==> config.mk <==
export PLATFORM = sky130hd
export DESIGN_NAME = bpu_out_stage
export DESIGN_NICKNAME = d
export VERILOG_FILES = /design/src/common/bpu_pkg.sv /design/src/design/bpu_out_stage.sv
export SDC_FILE = /design/constraint.sdc
export NUM_CORES = 1
export LEC_CHECK = 0
export BUFFER_PORTS_ARGS = -buffer_cell sky130_fd_sc_hd__buf_2
export CORE_ASPECT_RATIO = 2
export CORE_MARGIN = 2
export CORE_UTILIZATION = 44
export CTS_CLUSTER_SIZE = 16
export DETAILED_ROUTE_END_ITERATION = 16
export GPL_TIMING_DRIVEN = 0
export PLACE_DENSITY_LB_ADDON = 0.15
export SLEW_MARGIN = 40
export SYNTH_ARGS = -nofsm -noshare
export SYNTH_HDL_FRONTEND = slang
export SYNTH_SLANG_ARGS = --single-unit
==> constraint.sdc <==
create_clock -name clk -period 5.25 [get_ports clk]
set_input_delay 1.05 -clock clk [delete_from_list [all_inputs] [get_ports clk]]
set_output_delay 1.05 -clock clk [all_outputs]
set_load 0.01 [all_outputs]
==> src/common/bpu_pkg.sv <==
// ######################################################################
// bpu_pkg: shared types for the branch prediction unit
// branch kinds, table entries, correction and prediction packets,
// plus the 2-bit saturating counter step
// ######################################################################

package bpu_pkg;

    // stored tag field, wider than any tag in use
    localparam int TAG_FIELD_W = 16;

    // branch kind, as seen by the BTB and the back end
    typedef enum logic [2:0] {
        NONE = 3'd0,  // not a branch
        COND = 3'd1,  // conditional, direction from PHT
        JUMP = 3'd2,  // direct or indirect jump
        CALL = 3'd3,  // pushes return address
        RET  = 3'd4   // target from RAS top
    } br_type_e;

    // msb set = predict taken
    typedef logic [1:0] scnt_t;

    // one BTB entry, 52 bits
    typedef struct packed {
        logic                   valid;
        logic [TAG_FIELD_W-1:0] tag;      // zero extended
        logic [31:0]            target;
        br_type_e               br_type;
    } btb_entry_t;

    // resolved branch from the back end
    typedef struct packed {
        logic [31:0] pc;
        logic [31:0] target;       // resolved target
        br_type_e    br_type;
        logic        taken;
        logic        mispredict;   // redirect fetch
        logic [31:0] redirect_pc;  // correct next fetch address
    } correct_info_t;

    // packet to the fetch queue
    typedef struct packed {
        logic [31:0] pc;
        logic [1:0]  mask;        // one bit per slot
        logic        taken;
        logic        taken_slot;  // 0 or 1, valid with taken
        br_type_e    br_type;
        logic [31:0] npc;
    } predict_info_t;

    // lookup result for one slot
    typedef struct packed {
        logic        hit;
        br_type_e    br_type;
        logic [31:0] target;
        scnt_t       scnt;
    } slot_pred_t;

    // step toward taken or not taken, saturating at 0 and 3
    function automatic scnt_t next_scnt(input scnt_t cnt, input logic taken);
        scnt_t nxt;
        nxt = cnt;
        if (taken) begin
            if (cnt != 2'b11) begin
                nxt = cnt + 2'b01;
            end
        end else begin
            if (cnt != 2'b00) begin
                nxt = cnt - 2'b01;
            end
        end
        return nxt;
    endfunction

endpackage

==> src/design/bpu_out_stage.sv <==
// ######################################################################
// bpu_out_stage: one-entry output register toward the fetch queue
// valid/ready handshake, cleared by a mispredict flush
// ######################################################################
`timescale 1ns/100ps

module bpu_out_stage (
    input  logic                        clk,
    input  logic                        rst_n,
    input  bpu_pkg::predict_info_t      pred_i,
    input  logic                        flush_i,
    input  logic                        pred_ready_i,
    output logic                        accept_o,
    output logic                        pred_valid_o,
    output bpu_pkg::predict_info_t      pred_info_o
);

    logic                   valid_q;
    bpu_pkg::predict_info_t info_q;

    // empty, or draining this cycle
    assign accept_o     = !valid_q || pred_ready_i;
    assign pred_valid_o = valid_q;
    assign pred_info_o  = info_q;

    always_ff @(posedge clk) begin
        if (!rst_n) begin
            valid_q <= 1'b0;
        end else if (flush_i) begin
            valid_q <= 1'b0;  // drop held packet, even under stall
        end else if (accept_o) begin
            valid_q <= 1'b1;  // pc stage always offers a packet
        end
    end

    // payload holds while stalled
    always_ff @(posedge clk) begin
        if (accept_o && !flush_i) begin
            info_q <= pred_i;
        end
    end

endmodule

==> impl_metrics.json <==
{
  "cp_data_arrival_time_ns": 1.41,
  "cts.htree.levels": 3,
  "grt.met3_usage_pct": 6.772,
  "wl_mm": 4.355,
  "post-route-min-period_ns": 2.456,
  "num_antenna_cells": 0,
  "clock_latency_ns": 0.33,
  "cts.sinks": 72,
  "syn_inst": 75,
  "clock_skew_ns": 0.005265,
  "endpoint_kind": "primary output",
  "maxSlewViolCount": 0,
  "drc": 0,
  "hold_depth": 2,
  "path_buf_inv": 2,
  "via_count": 1322,
  "initial_core_util_pct": 45.35,
  "worst_slack_ns": 2.794,
  "synth_common_cells": "edfxtp_1, dfxtp_1, nand2b_4, nor2b_1, nor2b_4",
  "cts-root-buf": "clkbuf_8",
  "setup_viol": 0,
  "numPortBuffers": 147,
  "crit_path_max_fanout": 2,
  "yosysTopAreaCell": "edfxtp_1",
  "cpPeakStageDelay_ns": 0.13,
  "drive_above_1_share_pct": 67.36,
  "synthToLayoutAreaGrowth_pct": 46.65,
  "synth_cell_types": 5,
  "synth_top_area_share_pct": 97.54,
  "fin_tns_setup_ns": 0,
  "antenna_found_initial": 0,
  "rows": 36,
  "busiest_layer": "met2",
  "use_met2_pct": 29.27,
  "yosys-top-cells-area": "edfxtp_1, dfxtp_1, nand2b_4",
  "dpl_worst_slack_ns": 2.795,
  "status": "finished clean",
  "wl_per_cell_um": 14.71,
  "ant_nets": 0,
  "slowest_stage": "nand2b_4",
  "core_area_sq_um": 4820,
  "met1_usage_pct": 14.14,
  "grt-ovfl-total": 0,
  "via_per_inst": 4.466,
  "dr.pass1.iters": 4,
  "critPathTopFamily": "buffers and inverters",
  "timing.final.crit_share_pct": 46.77,
  "die_x_um": 53.84,
  "synth_edf_count": 71,
  "yosysMostFrequentCell": "edfxtp_1",
  "post_cts_buffers": 0,
  "slew_headroom_pct": 72.13,
  "fp.dieH_um": 103.7,
  "grt_max_degree": 23,
  "grt_pass1_vias": 1389,
  "cts.clk_slew.worst_paths_ns": 0.06,
  "synth_seq_cells": 72,
  "worstMarginPinSlew_ns": 0.4172,
  "cts_resized": 0,
  "die-area_sq_um": 5582,
  "seq_area_frac_synth_pct": 98.45,
  "hold_class": "flop to flop",
  "criticalPathCategory": "input pin to primary output",
  "p_per_area_nw_per_um2": 344.1,
  "yosys_most_used_dff": "edfxtp_1",
  "drtIter0Drc": 24,
  "syn_avg_cell_area_sq_um": 29.14,
  "crit_chain": "buf_2 > nand2b_4 > buf_2",
  "r2r_cells": 3,
  "ys_async_sr_fraction_pct": 0,
  "routabilityCongestion": 0.7189,
  "ir_drop_mv": 0.2488,
  "crit_top_cell": "buf_2",
  "num_io_pins": 148,
  "cts_buffers": 9,
  "critical_path_required_ns": 4.20,
  "cts_tree": "built",
  "startpoint_type": "input pin",
  "grt_use_total_pct": 17.01,
  "p_leak_nw": 1.398,
  "design_area_sq_um": 3206,
  "synth_area_sq_um": 2186,
  "critical_path_depth": 3,
  "max_freq_mhz": 407.2,
  "final-hold-violation-count": 0,
  "synthesis.nets": 150,
  "grt_first_pass_wirelength_mm": 6.341,
  "dpl_cell_area_sq_um": 3063,
  "nets": 311,
  "drv_cap": 0,
  "cts.path.max_buffers": 2,
  "rsz0062_at_grt": "no",
  "synth_warnings": 0,
  "hold_buffers": 0
}
==> logic make-up after synthesis <==
kind of cell / share of synthesized area [%]
flops: 98.45
simple gates: 1.545
==> worst register-to-register path: cells and delay by family, from the launching register on <==
| family | cells | cell delay, ns |
|---|---|---|
| buffers and inverters | 1 | 0.26 |
| DFF | 1 | 0.33 |
| and+or+nand+nor | 2 | 0.46 |
==> where the power goes <==
group	internal, mW	switching, mW	leakage (nW)
combinational	0.0470	0.0492	0.631
clock	0.162	0.168	0.0718
sequential	0.671	0.00661	0.696
==> layer usage <==
layer | routed length [um] | up-vias
li1 | - | 619
met3 | 549 | 8
met1 | 1247 | 602
met5 | 0 | -
met4 | 110 | 0
met2 | 2448 | 93
==> final timing paths <==
check	startpoint	end	slack (ns)
worst max-delay path	pred_ready_i	accept_o	2.79
worst min-delay path	pred_valid_o$_SDFFE_PP0P_	pred_info_o[42]$_DFFE_PP_	0.79
worst max register to register	pred_valid_o$_SDFFE_PP0P_	pred_info_o[10]$_DFFE_PP_	3.90
worst min register to register	pred_valid_o$_SDFFE_PP0P_	pred_info_o[42]$_DFFE_PP_	0.79
==> cell type report <==
class / count / area (sq um)
Timing Repair Buffer: 150 / 805.8
Fill cell: 404 / 1614
Tap cell: 57 / 71.32
Sequential cell: 72 / 2152
Clock inverter: 3 / 11.26
Multi-Input combinational cell: 3 / 33.78
Clock buffer: 11 / 131.4
==> state kept, by name, summed over array words and instances (netlist names) <==
name,count
pred_info_o,71
pred_valid_o,1
==> stage by stage <==
| step | total power, mW | hold slack (ns) | instances | util [%] |
|---|---|---|---|---|
| finish | 1.103 | 0.7893 | 296 | 66.51 |
| global placement | 0.7777 | 1.079 | 279 | 62.10 |
| CTS | 1.122 | 0.7932 | 296 | 66.51 |
| detailed placement | 0.7880 | 0.7822 | 282 | 63.55 |
| floorplan | 0.7215 | 1.061 | 75 | - |
| global route | 1.149 | 0.8149 | 296 | 66.51 |
==> layout by cell type (no fill, tap or decap), types with 2 or more instances in the layout <==
| cell type | instances |
|---|---|
| buf_16 | 2 |
| buf_2 | 147 |
| clkbuf_1 | 2 |
| clkbuf_8 | 9 |
| clkinv_1 | 3 |
| edfxtp_1 | 71 |
(Power assumes the default switching activity.)
