## config.mk

```make
export PLATFORM = sky130hd
export DESIGN_NAME = bpu_pc_stage
export DESIGN_NICKNAME = d
export VERILOG_FILES = /design/src/common/bpu_pkg.sv /design/src/design/bpu_pc_stage.sv
export SDC_FILE = /design/constraint.sdc
export NUM_CORES = 1
export LEC_CHECK = 0
export ABC_AREA = 1
export BUFFER_PORTS_ARGS = -buffer_cell sky130_fd_sc_hd__buf_2
export CAP_MARGIN = 20
export CORE_AREA = 2 2 134 136
export CTS_BUF_LIST = sky130_fd_sc_hd__clkbuf_2 sky130_fd_sc_hd__clkbuf_4 sky130_fd_sc_hd__clkbuf_8
export CTS_CLUSTER_DIAMETER = 40
export DETAILED_ROUTE_END_ITERATION = 7
export DIE_AREA = 0 0 136 138
export GPL_TIMING_DRIVEN = 0
export PLACE_DENSITY = 0.63
export SYNTH_ARGS = -nofsm -noshare
export SYNTH_HDL_FRONTEND = slang
export SYNTH_SLANG_ARGS = --single-unit
```

## constraint.sdc

```tcl
create_clock -name clk -period 1.8 [get_ports clk]
set_input_delay 0.27 -clock clk [delete_from_list [all_inputs] [get_ports clk]]
set_output_delay 0.27 -clock clk [all_outputs]
set_load 0.02 [all_outputs]
```

## src/common/bpu_pkg.sv

```systemverilog
// ######################################################################
// bpu_pkg: shared types for the branch prediction unit
// branch kinds, table entries, correction and prediction packets,
// plus the 2-bit saturating counter step
// ######################################################################

package bpu_pkg;

    // stored tag field, wider than any tag in use
    localparam int TAG_FIELD_W = 16;

    // branch kind, as seen by the BTB and the back end
    typedef enum logic [2:0] {
        NONE = 3'd0,  // not a branch
        COND = 3'd1,  // conditional, direction from PHT
        JUMP = 3'd2,  // direct or indirect jump
        CALL = 3'd3,  // pushes return address
        RET  = 3'd4   // target from RAS top
    } br_type_e;

    // msb set = predict taken
    typedef logic [1:0] scnt_t;

    // one BTB entry, 52 bits
    typedef struct packed {
        logic                   valid;
        logic [TAG_FIELD_W-1:0] tag;      // zero extended
        logic [31:0]            target;
        br_type_e               br_type;
    } btb_entry_t;

    // resolved branch from the back end
    typedef struct packed {
        logic [31:0] pc;
        logic [31:0] target;       // resolved target
        br_type_e    br_type;
        logic        taken;
        logic        mispredict;   // redirect fetch
        logic [31:0] redirect_pc;  // correct next fetch address
    } correct_info_t;

    // packet to the fetch queue
    typedef struct packed {
        logic [31:0] pc;
        logic [1:0]  mask;        // one bit per slot
        logic        taken;
        logic        taken_slot;  // 0 or 1, valid with taken
        br_type_e    br_type;
        logic [31:0] npc;
    } predict_info_t;

    // lookup result for one slot
    typedef struct packed {
        logic        hit;
        br_type_e    br_type;
        logic [31:0] target;
        scnt_t       scnt;
    } slot_pred_t;

    // step toward taken or not taken, saturating at 0 and 3
    function automatic scnt_t next_scnt(input scnt_t cnt, input logic taken);
        scnt_t nxt;
        nxt = cnt;
        if (taken) begin
            if (cnt != 2'b11) begin
                nxt = cnt + 2'b01;
            end
        end else begin
            if (cnt != 2'b00) begin
                nxt = cnt - 2'b01;
            end
        end
        return nxt;
    endfunction

endpackage

```

## src/design/bpu_pc_stage.sv

```systemverilog
// ######################################################################
// bpu_pc_stage: fetch pc register and the per-cycle prediction
// slot mask, taken slot selection and next pc choice
// ######################################################################
`timescale 1ns/100ps

module bpu_pc_stage #(
    parameter logic [31:0] INIT_PC = 32'h1c00_0000
) (
    input  logic                        clk,
    input  logic                        rst_n,
    input  logic                        accept_i,
    input  logic                        corr_valid_i,
    input  bpu_pkg::correct_info_t      corr_info_i,
    input  bpu_pkg::btb_entry_t [1:0]   btb_slot_i,
    input  logic [1:0]                  hit_i,
    input  bpu_pkg::scnt_t [1:0]        scnt_i,
    input  logic [31:0]                 ras_top_i,
    output logic [31:0]                 pc_o,
    output bpu_pkg::predict_info_t      pred_o
);

    logic [31:0]              pc_q;
    logic [31:0]              npc;
    logic [31:0]              seq_pc;      // aligned pc + 8
    bpu_pkg::slot_pred_t [1:0] slot;
    logic [1:0]               slot_tk;     // per-slot taken
    logic                     win0;
    logic                     win1;
    logic                     redirect;

    assign pc_o     = pc_q;
    assign redirect = corr_valid_i && corr_info_i.mispredict;
    assign seq_pc   = {pc_q[31:3], 3'b000} + 32'd8;

    // gather table outputs per slot
    always_comb begin
        for (int i = 0; i < 2; i++) begin
            slot[i].hit     = hit_i[i];
            slot[i].br_type = btb_slot_i[i].br_type;
            slot[i].target  = btb_slot_i[i].target;
            slot[i].scnt    = scnt_i[i];
            // non-COND hits are always taken
            slot_tk[i] = slot[i].hit
                      && ((slot[i].br_type != bpu_pkg::COND) || slot[i].scnt[1]);
        end
    end

    assign win0 = !pc_q[2] && slot_tk[0];  // slot 0 only when pc is 8-aligned
    assign win1 = !win0 && slot_tk[1];

    always_comb begin
        pred_o.pc         = pc_q;
        pred_o.mask       = {!win0, !pc_q[2]};
        pred_o.taken      = win0 || win1;
        pred_o.taken_slot = win1;
        pred_o.br_type    = bpu_pkg::NONE;
        npc               = seq_pc;
        if (win0) begin
            pred_o.br_type = slot[0].br_type;
            npc = (slot[0].br_type == bpu_pkg::RET) ? ras_top_i : slot[0].target;
        end else if (win1) begin
            pred_o.br_type = slot[1].br_type;
            npc = (slot[1].br_type == bpu_pkg::RET) ? ras_top_i : slot[1].target;
        end
        pred_o.npc = npc;
    end

    // redirect beats accept beats hold
    always_ff @(posedge clk) begin
        if (!rst_n) begin
            pc_q <= INIT_PC;
        end else if (redirect) begin
            pc_q <= corr_info_i.redirect_pc;
        end else if (accept_i) begin
            pc_q <= npc;
        end
    end

endmodule

```

==> metrics.yaml, run 1 <==
synthesis:
  yosys_most_used_dff: "dfxtp_1"
  yosys.area.top_type: "nand2_1"
  ys_types: 31
  yosys-top-cells-count: "269 x nand2_1, 86 x inv_1, 85 x o21ai_0"
  synthTopCellsByArea: "nand2_1 26%, dfxtp_1 16%, o21ai_0 11%"
  synth_cells: 716
  yosysWarningCount: 0
  netlist_area_sq_um: 3900
  yosysSeqAreaShare: 0.164
  synth_most_common_cell: "nand2_1"
  synth-edff-count: 0
  synth_top_area_frac: 0.259
  syn_nets: 964
  synthArstFlopShare: 0
  synth_area_per_cell_sq_um: 5.45
  ys_ff_latch: 32
setup_path:
  start_kind: "flop"
  r2r_cells: 11
  arrival_ns: 1.83
  crit_path_end_kind: "primary output"
  crit_type: "reg2out"
  crit_fanout: 6
  crit_required_ns: 1.53
timing:
  setup_ws_ns: -0.297
  setup_tns_ns: -6.37
  max_freq_ghz: 0.477
  skew_ns: 0.00856
  worstMarginPinSlew_ns: 0.773
  drv_slew: 0
  hold_viol: 0
  rsz0062_at_grt: "true"
  slew_headroom: 0.485
  min_period_ns: 2.10
  setup_viol: 36
  post-route-period-util: 1.17
outcome:
  violations: "setup timing"
  status: "finished with violations"
drt:
  route.detailed.drc: 0
  via_count: 5845
  detail_route.first_pass.iterations: 7
  wirelength_microns: 21700
  wl_per_cell_microns: 17.1
  drtIter0Drc: 321
  viasPerCell: 4.61
  ant_nets: 0
layout:
  drive_above_1_share: 0.534
  fin_cells: 1268
  syn_to_final_growth_pct: 84.2
  final_util: 0.410
  fin_nets: 1284
  num-fill-cells: 1845
  largest_reg_flops: 32
placed_design:
  preCtsSetupSlack_ns: -0.423
  post-dp-hpwl_microns: 16500
  dp.cells: 1190
  gp_congestion: 0.953
  port_buffers: 245
cts:
  clockBufferDepth: 2
  clock_latency_ns: 0.30
  cts.sinks: 32
  htree_levels: 2
  clk_pin_slew_worst_paths_ns: 0.08
  root_buffer: "clkbuf_8"
  cts-buffers-inserted: 5
  cts_tree: "built"
die:
  dieArea_sq_um: 18800
  start_util: 0.222
  num_rows: 49
  die_h_microns: 138
  coreArea_sq_um: 17500
  num_io_pins: 350
  dieWidth_microns: 136
global_routing:
  grt_overflow: 0
  groute.usage.overall: 0.220
  grt_pass1_wl_microns: 31300
  grt_max_degree: 11
  grt_pass1_vias: 5552
  antenna_found_initial: 5
worst_hold_path:
  hold_class: "in2reg"
  hold_path_depth: 3
pwr:
  power_switching_mw: 1.55
  comb_power_share: 0.575
  clockPowerShare: 0.184
  power_density_nw_per_um2: 495
  seqPwrFrac: 0.241
  leakage_nw: 3.73
  peakVddDrop_v: 0.000248
  p_int_mw: 2.01
  swShare: 0.435
run:
  maxCapViolCount: 0
[worst max-delay path, stage by stage, from the launching register on]
cell and delay, ns:
dfxtp_4 0.38, ha_4 0.17, inv_4 0.05, nor2_4 0.10
nand2_2 0.09, nor2_4 0.18, nand3_2 0.11, xor2_1 0.15
nand2_2 0.07, nand3_2 0.09, buf_6 0.14
[cells in the final DEF (no fill, tap or decap), drive strengths merged]
cell type,instances
nand3,43
o21a,1
nand4,1
nor3,1
a31oi,4
ha,1
clkbuf,20
a22o,8
a21oi,26
buf,364
diode,3
inv,89
o211ai,5
xnor2,2
o21ai,85
a221oi,3
dfxtp,32
xor2,14
o22ai,2
nor2,59
nand2,276
[power by group through the flow]
stage	clock (mW)	sequential (mW)	combinational, mW
final	0.654	0.857	2.05
after global placement	0	0.882	1.47
after CTS	0.653	0.866	1.87
after floorplan	0	0.914	0.817
after global routing	0.688	0.866	2.21
after detailed placement	0	0.883	1.48
[worst paths after layout]
check / from / endpoint / slack (ns)
max: pc_o[4] / pred_o[27] / -0.30
min: corr_info_i[28] / pc_o[28] / 0.21
max reg2reg: pc_o[3] / pc_o[8] / -0.03
min reg2reg: pc_o[0] / pc_o[0] / 0.52
[what timing repair did]
| action | CTS | global route |
|---|---|---|
| pin swaps | 31 | 45 |
| endpoints found under the setup margin | 41 | 42 |
| buffers inserted | 43 | 28 |
| hold buffers | 0 | 0 |
| resized for setup | 227 | 119 |
| gates cloned | 4 | 0 |
[routing by layer]
metal,part of all wire,vias up,global-route usage
met5,0.00097,-,0
met4,0.032,4,0.0844
met3,0.096,42,0.0521
met2,0.45,305,0.347
met1,0.42,2628,0.288
li1,-,2866,-
[cell type report]
cell class | instances | area [sq um] | share of cell area
clock buffer | 7 | 96.3 | 0.0134
buffer | 63 | 470 | 0.0655
sequential | 32 | 747 | 0.104
tap | 229 | 287 | 0.0399
timing repair buffer | 314 | 2080 | 0.290
inverter | 89 | 352 | 0.0489
antenna | 3 | 7.51 | 0.00104
multi-input combinational | 531 | 3140 | 0.437
[kinds of logic (layout without fill, tap and decap cells)]
kind of cell             Yosys count  count (layout)  share of synthesized area
buffers and inverters            153             473                      0.190
flip-flops                        32              32                      0.164
XOR/XNOR                          16              16                     0.0359
AND/OR/NAND/NOR                  380             380                      0.415
AO/OA/AOI/OAI                    134             134                      0.192
adder cells (fa/ha/maj)            1               1                    0.00321
other                              0               3                          0
[metrics by stage]
step           cell area, sq um  power (mW)  hold WS (ns)
2_1_floorplan              3900        1.73         0.408
3_3_place_gp               5420        2.36         0.497
3_5_place_dp               5420        2.36         0.506
4_1_cts                    6620        3.38         0.206
5_1_grt                    7180        3.76         0.225
6_report                   7190        3.56         0.207
Power figures use the tool's default switching activity.
==> inputs of run 2 (changes only) <==
BUFFER_PORTS_ARGS = -buffer_cell sky130_fd_sc_hd__clkbuf_2   (was -buffer_cell sky130_fd_sc_hd__buf_2)
CORE_AREA = 2 2 136 138   (was 2 2 134 136)
DIE_AREA = 0 0 138 140   (was 0 0 136 138)
PLACE_DENSITY = 0.62   (was 0.63)
==> metrics.yaml, run 2 (synthesis results as in run 1) <==
die:
  num_io_pins: 350  # unchanged
  num_rows: 49  # unchanged
  die_h_microns: 140  # was 138 microns
  coreArea_sq_um: 17800  # was 17500 sq um
  start_util: 0.219  # was 0.222
  dieArea_sq_um: 19300  # was 18800 sq um
  dieWidth_microns: 138  # was 136 microns
outcome:
  status: "finished with violations"  # unchanged
  violations: "setup timing"  # unchanged
placed_design:
  post-dp-hpwl_microns: 16800  # was 16500 microns
  gp_congestion: 0.924  # was 0.953
  port_buffers: 245  # unchanged
  dpl-instance-area_sq_um: 5420  # unchanged
timing:
  slew_headroom: 0.495  # was 0.485
  hold_viol: 0  # unchanged
  whs_ns: 0.195  # was 0.207 ns
  skew_ns: 0.00343  # was 0.00856 ns
  setup_viol: 37  # was 36
  post-route-period-util: 1.18  # was 1.17
  drv_slew: 0  # unchanged
  worstMarginPinSlew_ns: 0.758  # was 0.773 ns
  setup_tns_ns: -7.37  # was -6.37 ns
  max_freq_ghz: 0.471  # was 0.477 GHz
  setup_ws_ns: -0.325  # was -0.297 ns
  min_period_ns: 2.12  # was 2.10 ns
  rsz0062_at_grt: "true"  # unchanged
drt:
  via_count: 5943  # was 5845
  route.detailed.drc: 0  # unchanged
  detail_route.first_pass.iterations: 5  # was 7
  ant_nets: 0  # unchanged
  drtIter0Drc: 420  # was 321
  viasPerCell: 4.65  # was 4.61
  wirelength_microns: 22500  # was 21700 microns
  wl_per_cell_microns: 17.6  # was 17.1 microns
pwr:
  leakage_nw: 3.88  # was 3.73 nW
  peakVddDrop_v: 0.000259  # was 0.000248 V
  power_density_nw_per_um2: 492  # was 495 nW/um^2
cts:
  cts_tree: "built"  # unchanged
  root_buffer: "clkbuf_8"  # unchanged
  clockBufferDepth: 2  # unchanged
  clock_latency_ns: 0.30  # about the same
  hold_buffers: 0  # unchanged
  clk_pin_slew_worst_paths_ns: 0.08  # about the same
  cts-buffers-inserted: 5  # unchanged
  cts.sinks: 32  # unchanged
  htree_levels: 2  # unchanged
setup_path:
  crit_path_end_kind: "primary output"  # unchanged
  crit_type: "reg2out"  # unchanged
  arrival_ns: 1.85  # was 1.83 ns
  start_kind: "flop"  # unchanged
  crit_fanout: 5  # was 6
  crit_required_ns: 1.53  # about the same
layout:
  drive_above_1_share: 0.559  # was 0.534
  fin_nets: 1293  # was 1284
  syn_to_final_growth_pct: 90.6  # was 84.2%
  mostFrequentLayoutCells: "210 x clkbuf_2, 189 x nand2_1, 96 x buf_4"  # was 217 x buf_2, 209 x nand2_1, 88 x buf_4
  stdcell_area_sq_um: 7440  # was 7190 sq um
  largest_reg_flops: 32  # unchanged
  mostFrequentLayoutCell: "clkbuf_2"  # was buf_2
worst_hold_path:
  hold_class: "in2reg"  # unchanged
global_routing:
  groute.usage.overall: 0.213  # was 0.220
  grt_max_degree: 11  # unchanged
  grt_pass1_wl_microns: 31900  # was 31300 microns
  grt_overflow: 0  # unchanged
  grt_pass1_vias: 5612  # was 5552
  antenna_found_initial: 2  # was 5
run:
  maxCapViolCount: 0  # unchanged
==> run 2: area by class of cell <==
class | instances | area (sq um)
inverter | 89 | 349
tap | 229 | 287
sequential | 32 | 744
clock inverter | 2 | 10.0
antenna | 2 | 5.00
multi-input combinational | 531 | 3290
buffer | 62 | 449
timing repair buffer | 324 | 2220
clock buffer | 6 | 82.6
fill | 1822 | 10300
==> run 2: report_power, final <==
part | switching, mW | internal [mW] | total (mW)
combinational | 1.20 | 0.973 | 2.17
clock | 0.319 | 0.306 | 0.625
sequential | 0.103 | 0.761 | 0.864
total | 1.62 | 2.04 | 3.66
==> run 2: per-layer routing <==
layer  global-route usage  vias to the layer above  wire length, microns
met4               0.0693                        0                   749
met3               0.0390                       54                  1890
met2                0.357                      350                 10300
met5                    0                        -                     0
met1                0.278                     2650                  9640
li1                     -                     2889                     -
==> run 2: critical path, cell delays in order (launching register included) <==
cell	delay (ns)
dfxtp_4	0.38
ha_4	0.18
inv_4	0.05
nor2_4	0.10
nand2_2	0.08
nor2_4	0.18
buf_4	0.14
nand2_1	0.04
nand2_1	0.07
nand3_2	0.08
nand3_2	0.08
clkbuf_8	0.15
==> run 2: per-stage QoR <==
step | cells | utilization | worst slack [ns] | power, mW
3_3_place_gp | 1190 | 0.305 | -0.453 | 2.36
4_1_cts | 1244 | 0.369 | -0.323 | 3.33
3_5_place_dp | 1190 | 0.305 | -0.450 | 2.37
2_1_floorplan | 716 | - | -0.00437 | 1.73
6_report | 1277 | 0.418 | -0.325 | 3.66
5_1_grt | 1277 | 0.418 | -0.386 | 3.83
==> run 2: worst paths after layout <==
check / start / endpoint / slack (ns) / cells past startpoint
setup reg to reg: pc_o[2] / pc_o[6] / -0.04 / 12
hold / removal: corr_info_i[27] / pc_o[27] / 0.20 / 3
setup / recovery: pc_o[4] / pred_o[23] / -0.32 / 11
hold reg to reg: pc_o[1] / pc_o[1] / 0.52 / 2
==> run 2: repair_timing <==
item | 4_1_cts | 5_1_grt
buffers inserted | 43 | 37
pin swaps | 26 | 55
endpoints found under the setup margin | 42 | 43
resized for setup | 202 | 230
cloned | 3 | 2
