File: config.mk
export PLATFORM = sky130hd
export DESIGN_NAME = bpu_ras
export DESIGN_NICKNAME = d
export VERILOG_FILES = /design/src/common/bpu_pkg.sv /design/src/design/bpu_ras.sv
export SDC_FILE = /design/constraint.sdc
export NUM_CORES = 1
export LEC_CHECK = 0
export ABC_AREA = 1
export CAP_MARGIN = 20
export CORE_ASPECT_RATIO = 1.2
export CORE_MARGIN = 4
export CORE_UTILIZATION = 65
export CTS_CLUSTER_DIAMETER = 60
export DETAILED_ROUTE_END_ITERATION = 7
export DONT_BUFFER_PORTS = 1
export GPL_TIMING_DRIVEN = 0
export PLACE_DENSITY = 0.81
export SLEW_MARGIN = 20
export SYNTH_ARGS = -nofsm -noshare
export SYNTH_HDL_FRONTEND = slang
export SYNTH_SLANG_ARGS = --single-unit
File: constraint.sdc
create_clock -name clk -period 11.25 [get_ports clk]
set_input_delay 0.5625 -clock clk [delete_from_list [all_inputs] [get_ports clk]]
set_output_delay 0.5625 -clock clk [all_outputs]
set_load 0.02 [all_outputs]
File: src/common/bpu_pkg.sv
// ######################################################################
// bpu_pkg: shared types for the branch prediction unit
// branch kinds, table entries, correction and prediction packets,
// plus the 2-bit saturating counter step
// ######################################################################

package bpu_pkg;

    // stored tag field, wider than any tag in use
    localparam int TAG_FIELD_W = 16;

    // branch kind, as seen by the BTB and the back end
    typedef enum logic [2:0] {
        NONE = 3'd0,  // not a branch
        COND = 3'd1,  // conditional, direction from PHT
        JUMP = 3'd2,  // direct or indirect jump
        CALL = 3'd3,  // pushes return address
        RET  = 3'd4   // target from RAS top
    } br_type_e;

    // msb set = predict taken
    typedef logic [1:0] scnt_t;

    // one BTB entry, 52 bits
    typedef struct packed {
        logic                   valid;
        logic [TAG_FIELD_W-1:0] tag;      // zero extended
        logic [31:0]            target;
        br_type_e               br_type;
    } btb_entry_t;

    // resolved branch from the back end
    typedef struct packed {
        logic [31:0] pc;
        logic [31:0] target;       // resolved target
        br_type_e    br_type;
        logic        taken;
        logic        mispredict;   // redirect fetch
        logic [31:0] redirect_pc;  // correct next fetch address
    } correct_info_t;

    // packet to the fetch queue
    typedef struct packed {
        logic [31:0] pc;
        logic [1:0]  mask;        // one bit per slot
        logic        taken;
        logic        taken_slot;  // 0 or 1, valid with taken
        br_type_e    br_type;
        logic [31:0] npc;
    } predict_info_t;

    // lookup result for one slot
    typedef struct packed {
        logic        hit;
        br_type_e    br_type;
        logic [31:0] target;
        scnt_t       scnt;
    } slot_pred_t;

    // step toward taken or not taken, saturating at 0 and 3
    function automatic scnt_t next_scnt(input scnt_t cnt, input logic taken);
        scnt_t nxt;
        nxt = cnt;
        if (taken) begin
            if (cnt != 2'b11) begin
                nxt = cnt + 2'b01;
            end
        end else begin
            if (cnt != 2'b00) begin
                nxt = cnt - 2'b01;
            end
        end
        return nxt;
    endfunction

endpackage

File: src/design/bpu_ras.sv
// ######################################################################
// bpu_ras: circular return address stack
// CALL corrections push pc+4, RET corrections pop
// ######################################################################
`timescale 1ns/100ps

module bpu_ras #(
    parameter int RAS_DEPTH = 8
) (
    input  logic                        clk,
    input  logic                        rst_n,
    input  logic                        corr_valid_i,
    input  bpu_pkg::correct_info_t      corr_info_i,
    output logic [31:0]                 ras_top_o
);

    localparam int PTR_W = $clog2(RAS_DEPTH);

    logic [31:0]      stack_q [RAS_DEPTH];
    logic [PTR_W-1:0] top_q;      // points at top element
    logic [PTR_W-1:0] top_inc;
    logic [PTR_W-1:0] top_dec;
    logic             push;
    logic             pop;

    // wrap at RAS_DEPTH, also for non power of two
    assign top_inc = (top_q == PTR_W'(RAS_DEPTH - 1)) ? '0 : top_q + 1'b1;
    assign top_dec = (top_q == '0) ? PTR_W'(RAS_DEPTH - 1) : top_q - 1'b1;

    assign push = corr_valid_i && (corr_info_i.br_type == bpu_pkg::CALL);
    assign pop  = corr_valid_i && (corr_info_i.br_type == bpu_pkg::RET);

    assign ras_top_o = stack_q[top_q];  // empty stack gives old contents

    always_ff @(posedge clk) begin
        if (!rst_n) begin
            top_q <= PTR_W'(RAS_DEPTH - 1);  // first push lands in 0
        end else if (push) begin
            top_q <= top_inc;
        end else if (pop) begin
            top_q <= top_dec;
        end
    end

    always_ff @(posedge clk) begin
        if (push) begin
            stack_q[top_inc] <= corr_info_i.pc + 32'd4;  // return address
        end
    end

endmodule

==> flow_metrics.py, run 1 <==
metrics = {
    "power": {
        "internal-power_mw": 1.548,
        "swShare": 0.2315,
        "leakage_nw": 4.496,
        "power_frac_clock": 0.380,
        "power_frac_comb": 0.083,
        "powerDensity_mw_per_mm2": 160.8,
        "peakVddDrop_mv": 0.1339,
        "seq_power_share": 0.537,
        "p_sw_mw": 0.4661,
    },
    "floorplanning": {
        "dieArea_mm2": 0.01948,
        "die_w_um": 128.1,
        "die_h_um": 152.1,
        "coreArea_mm2": 0.01692,
        "initial_core_util": 0.6649,
        "io_pins": 136,
        "num_rows": 52,
    },
    "route": {
        "drt_first_pass_iters": 8,
        "drt-total-wl_um": 27700,
        "post-route-drc-count": 0,
        "drt_iter0_drc": 836,
        "vias": 7798,
        "top_layer": "met4",
        "wl_met3_um": 3036,
        "wl_met2_um": 13770,
        "wl_per_cell_um": 21.27,
        "viasPerCell": 5.989,
        "ant_nets": 0,
        "met1_length_um": 10080,
    },
    "synth": {
        "synth_seq_area_share": 0.6942,
        "synth_largest_area_cell": "edfxtp_1",
        "yosys.cell_types.count": 29,
        "syn_inst": 1023,
        "synthXorXnorAreaFrac": 0.01246,
        "synth-main-ff-cell": "edfxtp_1",
        "ys_seq_elements": 262,
        "synthTopCellsByCount": "256 x edfxtp_1, 237 x nor2_1, 189 x nand2_1",
        "synth_edf_count": 256,
        "async_flop_share": 0,
        "synth_fp_nets": 1133,
        "synth_mux_area_frac": 0,
        "synth_top_family_by_area": "simple AND/OR/NAND/NOR gates",
        "yosysWarnings": 0,
        "synthTopCellsByArea": "edfxtp_1 68%, nor2_1 7.9%, nand2_1 6.3%",
        "synthSimpleGateAreaFrac": 0.1635,
        "synth_area_mm2": 0.01125,
        "synth_compound_area_frac": 0.08700,
        "syn_area_per_cell_um2": 10.99,
        "synth.most_common_cell": "edfxtp_1",
        "synthAdderAreaFrac": 0.006675,
        "synth_top_area_frac": 0.6835,
    },
    "global_routing": {
        "track_usage": 0.2849,
        "antenna_found_initial": 0,
        "overflow": 0,
        "grt_start_max_net_pins": 21,
        "grt_pass1_wl_um": 42360,
        "first_global_vias": 7570,
    },
    "placed_design": {
        "portBuffers": 0,
        "pre_cts_slack_ns": 8.607,
        "dp_hpwl_um": 18480,
        "place_congestion": 0.9351,
    },
    "clock_tree": {
        "ctsLongestPathBuffers": 3,
        "insertion_delay_ns": 0.52,
        "ctsHoldBuffers": 0,
        "cts_setup_buffers": 0,
        "cts.sinks": 262,
        "cts_resized": 0,
        "clk_pin_slew_ns": 0.06,
        "cts-root-buf": "clkbuf_16",
        "cts_buffers": 24,
        "cts_tree": "done",
        "h-tree-depth": 1,
    },
    "timing": {
        "fmax_ghz": 0.3485,
        "maxSlewViolCount": 0,
        "fin_crit_ns": 2.870,
        "tns_ns": 0,
        "max_slew_margin": 0.4910,
        "fin_hold_ws_ns": 0.1364,
        "worstMarginPinSlew_ns": 0.7593,
        "setup_viol": 0,
        "finalHoldViolations": 0,
        "fin_ws_ns": 8.380,
        "finalCritPeriodShare": 0.2551,
        "rsz0062_at_grt": "false",
        "final.setup_skew_ns": 0.007610,
    },
    "setup_path": {
        "cpPeakStageDelay_ns": 0.58,
        "worstPathArrival_ns": 2.31,
        "startpoint_type": "flip-flop",
        "cp-end-kind": "primary output",
        "cp_data_required_time_ns": 10.69,
        "cp_max_fo": 10,
        "cp_slowest_cell": "buf_1",
        "rr_startpoint": "top_q[0]$_SDFFE_PN1N_",
        "worstPathCellList": "clkbuf_1 > inv_1 > buf_1 > nand2_1 > nand2_1",
        "crit_top_cell": "nand2_1",
        "crit_type": "flip-flop to primary output",
    },
    "final_layout": {
        "final_util": 0.7402,
        "n_antenna_cell": 0,
        "area_growth_pct": 11.34,
        "final_layout_size_suffix_gt1_frac": 0.08932,
        "fin_nets": 1179,
    },
    "worst_hold_path": {
        "hp-start": "corr_info_i[69]",
        "hp-class": "input pin to flip-flop",
    },
    "flow_run": {
        "maxCapViolations": 0,
    },
    "run_status": {
        "status": "finished clean",
    },
}
==> power groups by stage <==
stage	combinational, mW	clock, mW	sequential, mW
floorplan	0.116	0	1.10
CTS	0.166	0.765	1.08
global route	0.182	0.802	1.08
finish	0.167	0.766	1.08
global placement	0.154	0	1.10
detailed placement	0.164	0	1.10
==> placed cells by master (no fill, tap or decap), types with 11 or more instances in the layout <==
| master | synthesis | final |
|---|---|---|
| buf_2 | 11 | 11 |
| o21ai_0 | 130 | 130 |
| nand2_1 | 189 | 189 |
| clkbuf_1 | 19 | 22 |
| nand3_1 | 20 | 20 |
| xor2_1 | 11 | 11 |
| clkbuf_16 | 0 | 25 |
| buf_4 | 5 | 20 |
| inv_1 | 29 | 29 |
| edfxtp_1 | 256 | 256 |
| nor2_1 | 237 | 233 |
| o21ai_1 | 64 | 64 |
==> worst paths after layout <==
check / to / slack (ns) / cells after the start
worst max-delay path: ras_top_o[10] / 8.38 / 5
worst min-delay path: stack_q[2][0]$_DFFE_PP_ / 0.14 / 0
worst max register to register: stack_q[2][23]$_DFFE_PP_ / 8.54 / 9
worst min register to register: top_q[0]$_SDFFE_PN1N_ / 0.57 / 2
==> cell families (layout without fill, tap and decap cells) <==
group                    count (synthesis)  count (layout)
AO/OA/AOI/OAI                          195             195
XOR/XNOR                                16              16
adder cells (fa/ha/maj)                  6               6
buffers and inverters                   79             142
flip-flops                             262             262
AND/OR/NAND/NOR                        465             465
==> sequential cells by signal, summed over array words and instances (netlist names), named ones only <==
name	flops
stack_q	256
top_q	3
==> metal layers <==
layer  global-route usage  up-vias
met5                    0        -
met2               0.4720      437
li1                     -     3609
met4              0.09252        0
met3              0.06882       62
met1               0.3733     3690
==> worst max-delay path: cells and delay by family (launching register included) <==
kind / cells / cell delay [ns]
simple gates: 2 / 0.37
buf+inv: 3 / 1.11
flops: 1 / 0.30
==> layout make-up <==
type	instances	area, µm²
Sequential cell	262	7807
Fill cell	1104	4394
Multi-Input combinational cell	682	3083
Clock buffer	28	636.9
Buffer	49	294.0
Tap cell	216	270.3
Timing Repair Buffer	20	226.5
Inverter	30	112.6
Clock inverter	15	91.34
==> through the flow <==
stage	power, mW	area, µm²	std cells
4_1_cts	2.012	12520	1302
5_1_grt	2.066	12520	1302
6_report	2.014	12520	1302
3_5_place_dp	1.266	11790	1259
2_1_floorplan	1.218	11250	1023
3_3_place_gp	1.257	11520	1239
No activity file was read; power rests on OpenSTA's default activity.
==> inputs of run 2 (changes only) <==
Settings changed: CORE_UTILIZATION 65 to 63, PLACE_DENSITY 0.81 to 0.79.
Clock period 11.25 ns to 2.75 ns, I/O delays scaled along.
==> run 2 against run 1 <==
  * The run now ends with hold timing left
  * Register-to-register slack lost 8.4 ns
  * Core utilization shrank 1.1 points
  * Total power grew to 4.1 times the previous value
  * Via count grew 2.0%
  * Clock power grew to 4.2 times the previous value
  * Routed wire length grew 3.7%
  * Worst setup slack lost 8.2 ns
  * Non-clock buffer count grew 17
  * Sequential share of layout area shrank 1.2 points
  * Critical endpoint is now stack_q[6][21]$_DFFE_PP_
  * Highest routed layer unchanged
==> flow_metrics.py, run 2 (synthesis gave the netlist of run 1 again) <==
metrics = {
    "run_status": {
        "status": "finished with violations",
        "violations": "hold timing",
    },
    "global_routing": {
        "grt_start_max_net_pins": 21,
        "antenna_found_initial": 0,
        "grt.met3_usage": 0.07254,
        "overflow": 0,
        "first_global_vias": 7870,
        "busiest_layer": "met2",
        "grt_util_met2": 0.4984,
        "grt_pass1_wl_um": 43770,
        "track_usage": 0.2899,
        "met1_usage": 0.3615,
    },
    "final_layout": {
        "top_regs": "stack_q (256), top_q (3)",
        "final_cell_mix": "256 x edfxtp_1, 233 x nor2_1, 189 x nand2_1, 130 x o21ai_0, 64 x o21ai_1",
        "layout_commonest_cell": "edfxtp_1",
        "final_layout_size_suffix_gt1_frac": 0.08288,
        "n_antenna_cell": 0,
        "largest_register_ffs": 256,
        "fill_cells": 1185,
        "regMostFlops": "stack_q",
        "area_growth_pct": 13.46,
        "fin_nets": 1196,
    },
    "route": {
        "drt-total-wl_um": 28710,
        "drt_iter0_drc": 798,
        "wl_per_cell_um": 21.78,
        "viasPerCell": 6.034,
        "drt_first_pass_iters": 5,
        "post-route-drc-count": 0,
        "vias": 7953,
        "ant_nets": 0,
    },
    "power": {
        "seq_power_share": 0.532,
        "peakVddDrop_mv": 0.5361,
        "power_frac_comb": 0.086,
        "leakage_nw": 4.572,
        "swShare": 0.2271,
        "internal-power_mw": 6.432,
        "powerDensity_mw_per_mm2": 652.1,
        "power_frac_clock": 0.382,
        "p_sw_mw": 1.890,
    },
    "floorplanning": {
        "initial_core_util": 0.6424,
        "io_pins": 136,
        "num_rows": 53,
        "coreArea_mm2": 0.01751,
        "die_w_um": 130.0,
        "dieArea_mm2": 0.02006,
        "die_h_um": 154.4,
    },
    "clock_tree": {
        "clk_pin_slew_ns": 0.07,
        "h-tree-depth": 1,
        "cts_buffers": 24,
        "cts_resized": 0,
        "cts.sinks": 262,
        "cts_setup_buffers": 0,
        "insertion_delay_ns": 0.52,
        "ctsLongestPathBuffers": 3,
        "cts_tree": "done",
        "cts-root-buf": "clkbuf_16",
        "ctsHoldBuffers": 21,
    },
    "timing": {
        "finalCritPeriodShare": 0.9331,
        "maxSlewViolCount": 0,
        "finalHoldViolations": 9,
        "final.setup_skew_ns": 0.01157,
        "fin_crit_ns": 2.566,
        "rsz0062_at_grt": "false",
        "tns_ns": 0,
        "worstMarginPinSlew_ns": 0.6957,
        "setup_viol": 0,
        "fmax_ghz": 0.3897,
        "max_slew_margin": 0.5351,
        "fin_hold_ws_ns": -0.002672,
        "fin_ws_ns": 0.1840,
    },
    "setup_path": {
        "r2r_end": "stack_q[6][21]$_DFFE_PP_",
        "cp_data_required_time_ns": 2.97,
        "crit_start": "top_q[0]$_SDFFE_PN1N_",
        "reg2reg_depth": 9,
        "startpoint_type": "flip-flop",
        "cp-end-kind": "flip-flop",
        "worstPathArrival_ns": 2.78,
        "rrSetupSlack_ns": 0.18,
        "crit_type": "flip-flop to flip-flop",
        "rr_startpoint": "top_q[0]$_SDFFE_PN1N_",
        "cp_max_fo": 9,
    },
    "worst_hold_path": {
        "hold_path_depth": 1,
        "hp-start": "corr_info_i[84]",
        "hold_end": "stack_q[4][15]$_DFFE_PP_",
        "hp-class": "input pin to flip-flop",
    },
    "placed_design": {
        "dp_hpwl_um": 19430,
        "pre_cts_slack_ns": 0.1854,
        "portBuffers": 0,
        "place_congestion": 0.9091,
    },
    "flow_run": {
        "maxCapViolations": 0,
    },
}
-- run 2: layer usage --
metal,part of all wire,vias up
li1,-,3648
met1,0.36,3811
met2,0.51,423
met3,0.099,71
met4,0.032,0
met5,0,-
-- run 2: cell type report --
type,instances,area [µm²],area share
tap,220,275.3,0.02157
multi-input combinational,682,3095,0.2426
clock inverter,10,95.09,0.007452
sequential,262,7807,0.6118
timing repair buffer,37,444.2,0.03481
buffer,49,294.0,0.02304
clock buffer,28,636.9,0.04991
inverter,30,112.6,0.008824
-- run 2: critical path: stages, from the launching register on --
cell,delay (ns)
dfxtp_1,0.38
ha_1,0.22
ha_1,0.16
inv_1,0.04
nand2_1,0.08
nand3_1,0.29
nor3_2,0.41
buf_4,0.26
buf_4,0.22
buf_4,0.22
-- run 2: stage by stage --
step	std cells	utilization	total power [mW]	cell area (µm²)
final	1318	0.7289	8.322	12760
after floorplan	1023	-	4.987	11260
after CTS	1318	0.7289	8.310	12760
after global routing	1318	0.7289	8.528	12760
after global placement	1243	0.6590	5.146	11540
after detailed placement	1259	0.6751	5.187	11820
-- run 2: how the worst max path moves through the flow --
stage	endpoint	cells past startpoint
after floorplan	stack_q[2][0]$_DFFE_PP_	6
after global placement	stack_q[2][20]$_DFFE_PP_	6
after detailed placement	stack_q[3][26]$_DFFE_PP_	8
after CTS	stack_q[3][23]$_DFFE_PP_	8
after global routing	stack_q[3][23]$_DFFE_PP_	8
final	stack_q[6][21]$_DFFE_PP_	9
-- run 2: power groups by stage --
stage	registers [mW]	clock network (mW)	logic, mW
floorplan	4.51	0	0.479
global placement	4.51	0	0.634
detailed placement	4.51	0	0.675
CTS	4.43	3.17	0.710
global route	4.43	3.32	0.784
finish	4.43	3.18	0.717
